<file path="src/fog_params.svh">
`ifndef FOG_PARAMS_SVH
`define FOG_PARAMS_SVH

// loop channel count, one ADC in and one DAC out each
`define FOG_NUM_CH 3

// converter widths
`define FOG_ADC_W 14 // signed ADC sample
`define FOG_DAC_W 16 // parallel DAC code

// internal loop arithmetic
`define FOG_WORD_W 32 // err, step, ramp, amplitudes, offset

// modulation half-period counter, also the settle wait
`define FOG_CNT_W 16

// largest averaging shift, window is 2**avg_sel samples
// 8 gives 256 samples per half, well inside FOG_WORD_W
`define FOG_AVG_MAX 8

`endif
</file>
<file path="src/fog_pkg.sv">
`default_nettype none

`include "fog_params.svh"

package fog_pkg;

	// raw ADC stream, two's complement
	typedef logic signed [`FOG_ADC_W-1:0] adc_sample_t;

	// DAC code, offset binary at the pins
	typedef logic [`FOG_DAC_W-1:0] dac_code_t;

	// loop arithmetic word, wraps freely
	typedef logic signed [`FOG_WORD_W-1:0] loop_word_t;

	// position inside a modulation half
	typedef logic [`FOG_CNT_W-1:0] half_cnt_t;

	// averaging shift, sized to hold 0..FOG_AVG_MAX
	typedef logic [$clog2(`FOG_AVG_MAX+1)-1:0] avg_sel_t;

	// feedback gain shift, any shift of the loop word
	typedef logic [$clog2(`FOG_WORD_W)-1:0] gain_sel_t;

endpackage

`default_nettype wire

</file>
<file path="src/fog_if.sv">
`default_nettype none

// modulation bus, one generator fans out to all channels and the DAC driver
interface mod_if import fog_pkg::*; ();

	loop_word_t mod_out; // amp_h or amp_l
	logic status; // 1 in the positive half
	logic step_trig; // first cycle of each new half
	half_cnt_t half_pos; // cycle index inside the half

	modport source (
		output mod_out,
		output status,
		output step_trig,
		output half_pos
	);

	modport sink (
		input mod_out,
		input status,
		input step_trig,
		input half_pos
	);

endinterface

// per-channel demodulator result, err qualified by err_valid
interface err_if import fog_pkg::*; ();

	loop_word_t err;
	logic err_valid; // single cycle strobe per period
	loop_word_t high_avg; // monitor only
	loop_word_t low_avg; // monitor only

	modport source (output err, output err_valid, output high_avg, output low_avg);

	modport sink (input err, input err_valid, input high_avg, input low_avg);

endinterface

`default_nettype wire

</file>
<file path="src/fog_loop_top.sv">
`default_nettype none

`include "fog_params.svh"

module fog_loop_top import fog_pkg::*; (
	input wire logic CLOCK_DAC_1,
	input wire logic i_rst_n,
	// modulation setup
	input wire half_cnt_t i_freq_cnt,
	input wire loop_word_t i_amp_h,
	input wire loop_word_t i_amp_l,
	// demodulator setup, common to all channels
	input wire half_cnt_t i_wait_cnt,
	input wire avg_sel_t i_avg_sel,
	input wire logic i_polarity,
	input wire loop_word_t i_err_offset,
	// feedback setup
	input wire gain_sel_t i_gain_sel,
	input wire logic [`FOG_NUM_CH-1:0] i_fb_on, // one enable per channel
	// converters
	input wire adc_sample_t i_adc [`FOG_NUM_CH],
	output dac_code_t o_dac [`FOG_NUM_CH],
	output logic o_dac_rst
);

	mod_if u_mod_if (); // shared square wave timing
	dac_code_t ramp [`FOG_NUM_CH]; // per-channel ramps gathered for the driver

	mod_square_gen u_mod_square_gen (
		.CLOCK_DAC_1 (CLOCK_DAC_1),
		.i_rst_n (i_rst_n),
		.i_freq_cnt (i_freq_cnt),
		.i_amp_h (i_amp_h),
		.i_amp_l (i_amp_l),
		.o_mod (u_mod_if.source)
	);

	// identical loops, all locked to the one modulation
	for (genvar ch = 0; ch < `FOG_NUM_CH; ch++) begin : g_ch
		fog_channel u_fog_channel (
			.CLOCK_DAC_1 (CLOCK_DAC_1),
			.i_rst_n (i_rst_n),
			.i_adc (i_adc[ch]),
			.i_wait_cnt (i_wait_cnt),
			.i_avg_sel (i_avg_sel),
			.i_polarity (i_polarity),
			.i_err_offset (i_err_offset),
			.i_fb_on (i_fb_on[ch]),
			.i_gain_sel (i_gain_sel),
			.i_mod (u_mod_if.sink),
			.o_ramp (ramp[ch])
		);
	end

	dac_driver u_dac_driver (
		.CLOCK_DAC_1 (CLOCK_DAC_1),
		.i_rst_n (i_rst_n),
		.i_mod (u_mod_if.sink),
		.i_ramp (ramp),
		.o_dac (o_dac),
		.o_dac_rst (o_dac_rst)
	);

endmodule

`default_nettype wire

</file>
<file path="src/dac_driver.sv">
`default_nettype none

`include "fog_params.svh"

module dac_driver import fog_pkg::*; (
	input wire logic CLOCK_DAC_1,
	input wire logic i_rst_n,
	mod_if.sink i_mod, // modulation added on top of every ramp
	input wire dac_code_t i_ramp [`FOG_NUM_CH],
	output dac_code_t o_dac [`FOG_NUM_CH], // offset binary
	output logic o_dac_rst
);

	dac_code_t dac_sum [`FOG_NUM_CH]; // two's complement ramp + mod
	logic dac_rst_q;

	// only the low bits matter, so add at DAC width
	always_comb begin
		for (int ch = 0; ch < `FOG_NUM_CH; ch++)
			dac_sum[ch] = i_ramp[ch] + dac_code_t'(i_mod.mod_out);
	end

	// output registers, msb flip turns signed into offset binary
	always_ff @(posedge CLOCK_DAC_1) begin
		for (int ch = 0; ch < `FOG_NUM_CH; ch++)
			o_dac[ch] <= {~dac_sum[ch][`FOG_DAC_W-1], dac_sum[ch][`FOG_DAC_W-2:0]};
	end

	// DAC reset held through reset, drops one cycle after release
	always_ff @(posedge CLOCK_DAC_1) begin
		if (!i_rst_n)
			dac_rst_q <= 1'b1;
		else
			dac_rst_q <= 1'b0;
	end

	assign o_dac_rst = dac_rst_q;

endmodule

`default_nettype wire

</file>
<file path="src/fog_channel.sv">
`default_nettype none

module fog_channel import fog_pkg::*; (
	input wire logic CLOCK_DAC_1,
	input wire logic i_rst_n,
	input wire adc_sample_t i_adc,
	input wire half_cnt_t i_wait_cnt,
	input wire avg_sel_t i_avg_sel,
	input wire logic i_polarity,
	input wire loop_word_t i_err_offset,
	input wire logic i_fb_on,
	input wire gain_sel_t i_gain_sel,
	mod_if.sink i_mod, // shared modulation timing
	output dac_code_t o_ramp
);

	err_if u_err_if (); // demodulator to integrator, private to this channel

	// demodulate, one error per modulation period
	err_demod u_err_demod (
		.CLOCK_DAC_1 (CLOCK_DAC_1),
		.i_rst_n (i_rst_n),
		.i_adc (i_adc),
		.i_wait_cnt (i_wait_cnt),
		.i_avg_sel (i_avg_sel),
		.i_polarity (i_polarity),
		.i_err_offset (i_err_offset),
		.i_mod (i_mod),
		.o_err (u_err_if.source)
	);

	// error -> step -> ramp
	loop_integrator u_loop_integrator (
		.CLOCK_DAC_1 (CLOCK_DAC_1),
		.i_rst_n (i_rst_n),
		.i_fb_on (i_fb_on),
		.i_gain_sel (i_gain_sel),
		.i_err (u_err_if.sink),
		.o_ramp (o_ramp)
	);

endmodule

`default_nettype wire

</file>
<file path="src/loop_integrator.sv">
`default_nettype none

module loop_integrator import fog_pkg::*; (
	input wire logic CLOCK_DAC_1,
	input wire logic i_rst_n,
	input wire logic i_fb_on, // closes the loop for this channel
	input wire gain_sel_t i_gain_sel, // feedback gain as a right shift
	err_if.sink i_err,
	output dac_code_t o_ramp // phase ramp toward the DAC
);

	loop_word_t step; // feedback step, integral of err
	loop_word_t ramp; // phase ramp, integral of step
	loop_word_t step_next;

	// scaled error added to the held step
	assign step_next = step + (i_err.err >>> i_gain_sel);

	// both integrators advance once per period, on err_valid
	always_ff @(posedge CLOCK_DAC_1) begin
		if (!i_rst_n) begin
			step <= '0;
			ramp <= '0;
		end else if (i_err.err_valid) begin
			if (i_fb_on) begin
				step <= step_next;
				ramp <= ramp + step_next; // uses the new step, wraps at 32 bits
			end else begin
				step <= '0; // open loop, ramp parks where it is
			end
		end
	end

	// DAC only sees the low bits, the 2pi reset is the natural wrap
	assign o_ramp = dac_code_t'(ramp);

endmodule

`default_nettype wire

</file>
<file path="src/err_demod.sv">
`default_nettype none

`include "fog_params.svh"

module err_demod import fog_pkg::*; (
	input wire logic CLOCK_DAC_1,
	input wire logic i_rst_n,
	input wire adc_sample_t i_adc, // photodetector samples
	input wire half_cnt_t i_wait_cnt, // settle cycles before the window
	input wire avg_sel_t i_avg_sel, // window is 2**avg_sel samples
	input wire logic i_polarity, // flip error sign
	input wire loop_word_t i_err_offset, // added after the sign flip
	mod_if.sink i_mod,
	err_if.source o_err
);

	loop_word_t sample; // sign extended ADC sample
	loop_word_t acc; // running sum of the current half
	loop_word_t half_avg; // average of the half that just closed
	loop_word_t high_avg;
	loop_word_t low_avg;
	loop_word_t diff; // high minus low
	loop_word_t err;
	logic err_valid;
	logic [`FOG_CNT_W:0] win_len; // one bit wider, no overflow
	logic [`FOG_CNT_W:0] win_end;
	logic in_win; // this cycle is inside the settle window
	logic high_done; // boundary closing a positive half

	assign sample = loop_word_t'(i_adc);

	// window is [wait_cnt, wait_cnt + 2**avg_sel)
	assign win_len = {{`FOG_CNT_W{1'b0}}, 1'b1} << i_avg_sel;
	assign win_end = {1'b0, i_wait_cnt} + win_len;
	assign in_win = (i_mod.half_pos >= i_wait_cnt) && ({1'b0, i_mod.half_pos} < win_end);

	// power of two average, arithmetic shift keeps the sign
	assign half_avg = acc >>> i_avg_sel;

	// status has already flipped when step_trig shows up
	assign high_done = i_mod.step_trig && !i_mod.status;

	// new high average goes straight into the difference
	assign diff = half_avg - low_avg;

	always_ff @(posedge CLOCK_DAC_1) begin
		if (!i_rst_n) begin
			acc <= '0;
			high_avg <= '0;
			low_avg <= '0;
			err_valid <= 1'b0;
		end else begin
			err_valid <= high_done; // one cycle after the boundary
			if (i_mod.step_trig) begin
				// position 0 may already be in the next window
				acc <= in_win ? sample : '0;
				if (i_mod.status)
					low_avg <= half_avg; // negative half just ended
				else
					high_avg <= half_avg;
			end else if (in_win) begin
				acc <= acc + sample;
			end
		end
	end

	// error word, only meaningful while err_valid is high
	always_ff @(posedge CLOCK_DAC_1) begin
		if (high_done)
			err <= (i_polarity ? -diff : diff) + i_err_offset;
	end

	assign o_err.err = err;
	assign o_err.err_valid = err_valid;
	assign o_err.high_avg = high_avg;
	assign o_err.low_avg = low_avg;

endmodule

`default_nettype wire

</file>
<file path="src/mod_square_gen.sv">
`default_nettype none

module mod_square_gen import fog_pkg::*; (
	input wire logic CLOCK_DAC_1,
	input wire logic i_rst_n,
	input wire half_cnt_t i_freq_cnt, // cycles per half
	input wire loop_word_t i_amp_h, // level in positive half
	input wire loop_word_t i_amp_l, // level in negative half
	mod_if.source o_mod
);

	half_cnt_t half_pos; // runs 0 .. freq_cnt-1
	logic status; // current half, starts low
	logic step_trig; // registered boundary pulse
	logic last_pos; // final cycle of this half

	// compare against freq_cnt-1 so the wrap costs no extra cycle
	assign last_pos = (half_pos == half_cnt_t'(i_freq_cnt - 1'b1));

	always_ff @(posedge CLOCK_DAC_1) begin
		if (!i_rst_n) begin
			half_pos <= '0;
			status <= 1'b0; // negative half first
			step_trig <= 1'b0;
		end else begin
			step_trig <= last_pos; // lands on position 0 of the new half
			if (last_pos) begin
				half_pos <= '0;
				status <= ~status; // flip half
			end else begin
				half_pos <= half_pos + 1'b1;
			end
		end
	end

	// amplitude follows status with no extra register
	assign o_mod.mod_out = status ? i_amp_h : i_amp_l;
	assign o_mod.status = status;
	assign o_mod.step_trig = step_trig;
	assign o_mod.half_pos = half_pos; // shared by every channel window

endmodule

`default_nettype wire

</file>
<file path="config.mk">
export PLATFORM = sky130hd
export DESIGN_NAME = fog_loop_top
export DESIGN_NICKNAME = d
export VERILOG_FILES = /design/src/fog_pkg.sv /design/src/fog_if.sv /design/src/fog_loop_top.sv /design/src/dac_driver.sv /design/src/fog_channel.sv /design/src/loop_integrator.sv /design/src/err_demod.sv /design/src/mod_square_gen.sv
export VERILOG_INCLUDE_DIRS = /design/src
export SDC_FILE = /design/constraint.sdc
export NUM_CORES = 2
export LEC_CHECK = 0
export BUFFER_PORTS_ARGS = -buffer_cell sky130_fd_sc_hd__buf_2
export CAP_MARGIN = 0
export CORE_UTILIZATION = 35
export DETAILED_ROUTE_END_ITERATION = 10
export GPL_ROUTABILITY_DRIVEN = 0
export PLACE_DENSITY = 0.61
export SLEW_MARGIN = 20
export SYNTH_ARGS = -nofsm -noshare
export SYNTH_HDL_FRONTEND = slang
export SYNTH_SLANG_ARGS = --single-unit
</file>
<file path="constraint.sdc">
create_clock -name CLOCK_DAC_1 -period 15.74 [get_ports CLOCK_DAC_1]
set_input_delay 1.574 -clock CLOCK_DAC_1 [delete_from_list [all_inputs] [get_ports CLOCK_DAC_1]]
set_output_delay 1.574 -clock CLOCK_DAC_1 [all_outputs]
set_load 0.02 [all_outputs]
</file>
==> out/metrics.yaml <==
status:
  outcome: "complete, no violations"
synthesis:
  synth_compound_area_frac: 0.2268
  synth_enable_flop_cells: 96
  yosys-top-cells-count: "nand2_1 (727), a21oi_1 (612), nor2_1 (511), ha_1 (478), o21ai_0 (359)"
  synthArstFlopShare: 0
  synth-simple-area-share: 0.1747
  yosys-top-cells-area: "dfxtp_1 (15%), ha_1 (13%), a21oi_1 (6.6%)"
  ys_types: 88
  synth_xor_area_frac: 0.09077
  yosysSeqAreaShare: 0.2150
  synth-adder-area-share: 0.1366
  yosysWarnings: 0
  synth_top_family_by_area: "compound AO/OA/AOI/OAI gates"
  synthCells: 5926
  synth_seq_cells: 452
  synth_top_area_frac: 0.1531
  avgSynthCellArea_um2: 7.857
  ys.flop_type: "dfxtp_1"
  yosysMostFrequentCell: "nand2_1"
  mappedNetlistArea_um2: 46560
  yosys.area.top_type: "dfxtp_1"
  synthMuxAreaShare: 0.1107
  synth_nets: 6608
pwr:
  peakVddDrop_uv: 86.23
  p_comb_frac: 0.336
  pwr_density_cell_nw_per_um2: 77.41
  power_switching_uw: 1349
  seqPwrFrac: 0.315
  p_clk_frac: 0.350
  switching_share: 0.3418
  power_uw: 3946
  p_int_uw: 2598
  p_leak_uw: 0.02167
cts:
  numCtsBuffers: 56
  clock_latency_ps: 680
  cts-resized-gates: 0
  cts_hold_buf: 0
  clockBufferDepth: 3
  cts_setup_buffers: 0
  htreeDepth: 2
  cts_root_buffer: "clkbuf_16"
  cts_tree: "done"
  clkTransAtPathRegs_ps: 60
  clock_sinks: 452
timing:
  hold_viol: 0
  slew_headroom: 0.2710
  final.min_clock_period_ps: 9105
  slew_violations: 0
  tightest_slew_ps: 1080
  rsz0062_at_grt: "no"
  setup_violations: 0
  finClkSkew_ps: 32.53
  setup_tns_ps: 0
  timing.fmax_ghz: 0.1098
  fin_crit_sh: 0.5785
global_route:
  gr-total-overflow: 0
  grt_max_degree: 97
  grt_antenna_before_repair: 16
  grt_pass1_vias: 38419
  grt_usage: 0.1886
  grt_pass1_wl_um: 208700
setup_path:
  critPathBufInv: 4
  crit_start: "i_avg_sel[0]"
  reg2reg_to: "g_ch[1].u_fog_channel.u_err_demod.o_err.err[28]$_DFFE_PP_"
  worstPathRequired_ps: 16130
  slowest_delay_ps: 670
  rrSetupSlack_ps: 8120
  crit_cells: 29
  crit-reg2reg-launch: "g_ch[1].u_fog_channel.u_err_demod.acc[12]$_SDFFE_PN0P_"
  worstSetupEndpoint: "g_ch[2].u_fog_channel.u_err_demod.o_err.err[31]$_DFFE_PP_"
  crit_family: "compound AO/OA/AOI/OAI gates"
  critPathMaxFanout: 69
  worstSetupPathType: "primary input to flip-flop"
  crit_path_top_delay_cell: "buf_4"
  start_kind: "primary input"
  path_common_cell: "a21oi_1"
  r2r_cells: 26
  crit_path_end_kind: "flip-flop"
  cp.arrival_ps: 9490
floorplanning:
  die_w_um: 366.7
  fp.dieH_um: 366.7
  rows: 133
  core_um2: 131800
  die_area_um2: 134500
  io_pins: 234
  initial_core_util: 0.3533
run:
  drv_cap: 0
place:
  io_buffers: 201
  place_area_um2: 49050
  hpwl_um: 103400
drt:
  routedWlPerCell_um: 16.90
  totalWireLength_um: 130900
  drtAntennaViolNets: 0
  via_count: 41565
  via_per_inst: 5.366
  drc: 0
  drt_iter0_markers: 3036
  drtPass1Iterations: 6
hold_path:
  hp-class: "flip-flop to flip-flop"
layout:
  area_delta_synth_final_pct: 9.491
  fin_nets: 6628
  drive_gt1_frac: 0.08567
  design_area_um2: 50980
-- flip-flops by register name (all words and copies together) (netlist names) --
| register | flops |
|---|---|
| g_ch.u_fog_channel.u_err_demod.acc | 96 |
| g_ch.u_fog_channel.u_err_demod.o_err.err_valid | 1 |
| u_dac_driver.o_dac_rst | 1 |
| u_mod_square_gen.o_mod.status | 1 |
| g_ch.u_fog_channel.u_loop_integrator.ramp | 48 |
| g_ch.u_fog_channel.u_err_demod.o_err.err | 96 |
| g_ch.u_fog_channel.u_loop_integrator.step | 48 |
| u_dac_driver.o_dac | 48 |
| u_mod_square_gen.o_mod.half_pos | 16 |
| g_ch.u_fog_channel.u_err_demod.o_err.low_avg | 96 |
| u_mod_square_gen.o_mod.step_trig | 1 |
-- power by group through the flow --
stage	logic [uW]	registers, uW	clock network (uW)
2_1_floorplan	1000	1280	0
3_3_place_gp	1290	1270	0
6_report	1330	1240	1380
3_5_place_dp	1310	1270	0
4_1_cts	1320	1240	1420
5_1_grt	1480	1240	1460
-- metal layers --
| layer | wire (um) | vias to the layer above | part of all wire | global-route usage |
|---|---|---|---|---|
| met4 | 4557 | 12 | 0.035 | 0.06534 |
| met1 | 62290 | 19283 | 0.48 | 0.2566 |
| met5 | 81 | - | 0.00062 | 0 |
| met2 | 58150 | 774 | 0.44 | 0.3062 |
| li1 | - | 21302 | - | - |
| met3 | 5862 | 194 | 0.045 | 0.02272 |
-- per-stage QoR --
step	worst slack, ps	hold slack (ps)	util	instances
2_1_floorplan	6984	436.3	-	5926
3_3_place_gp	6040	441.5	0.3721	7643
3_5_place_dp	6003	446.5	0.3721	7643
4_1_cts	6689	453.4	0.3867	7743
5_1_grt	5834	469.3	0.3868	7743
6_report	6635	452.9	0.3868	7746
-- layout by cell type (no fill, tap or decap), drive strengths merged, types with 47 or more instances in the layout --
cell,netlist,layout
a21oi,614,614
mux2i,283,283
edfxtp,96,96
nand2,727,727
and3,47,47
o21ai,362,362
mux4,76,76
nand3,134,134
mux2,54,54
a31oi,52,52
a21o,184,184
buf,64,233
xor2,143,143
o21bai,58,58
o21a,84,84
o211ai,51,51
ha,478,478
clkbuf,207,78
inv,288,293
nor3,61,61
o31ai,48,48
dfxtp,356,356
nand2b,59,59
a211oi,51,51
nor2,511,511
nor2b,85,85
xnor2,337,337
-- worst min-delay path: stages (launching register included) --
cell and delay [ps]:
dfxtp_1 310, nand2_1 50, a21oi_1 50
-- logic make-up (layout without fill, tap and decap cells) --
logic type               Yosys count  after routing
buffers and inverters            561            623
adder cells (fa/ha/maj)          497            497
AO/OA/AOI/OAI                   1702           1702
flip-flops                       452            452
multiplexers                     413            413
other                              0              3
AND/OR/NAND/NOR                 1820           1820
XOR/XNOR                         481            481
-- worst min-delay path by stage --
stage | cells past startpoint | startpoint | slack (ps) | endpoint
floorplan | 2 | flip-flop | 440 | flip-flop
global placement | 2 | flip-flop | 440 | flip-flop
detailed placement | 2 | flip-flop | 450 | flip-flop
CTS | 2 | flip-flop | 450 | flip-flop
global route | 2 | flip-flop | 470 | flip-flop
finish | 2 | flip-flop | 450 | flip-flop
-- cell type report --
cell class,count,area (um^2)
Antenna cell,3,7.507
Clock buffer,78,1585
Clock inverter,22,340.3
Fill cell,13599,80820
Inverter,290,1096
Multi-Input combinational cell,4913,34470
Sequential cell,452,10010
Tap cell,1755,2196
Timing Repair Buffer,233,1275
Note: power is estimated with default switching activity, not from simulation.
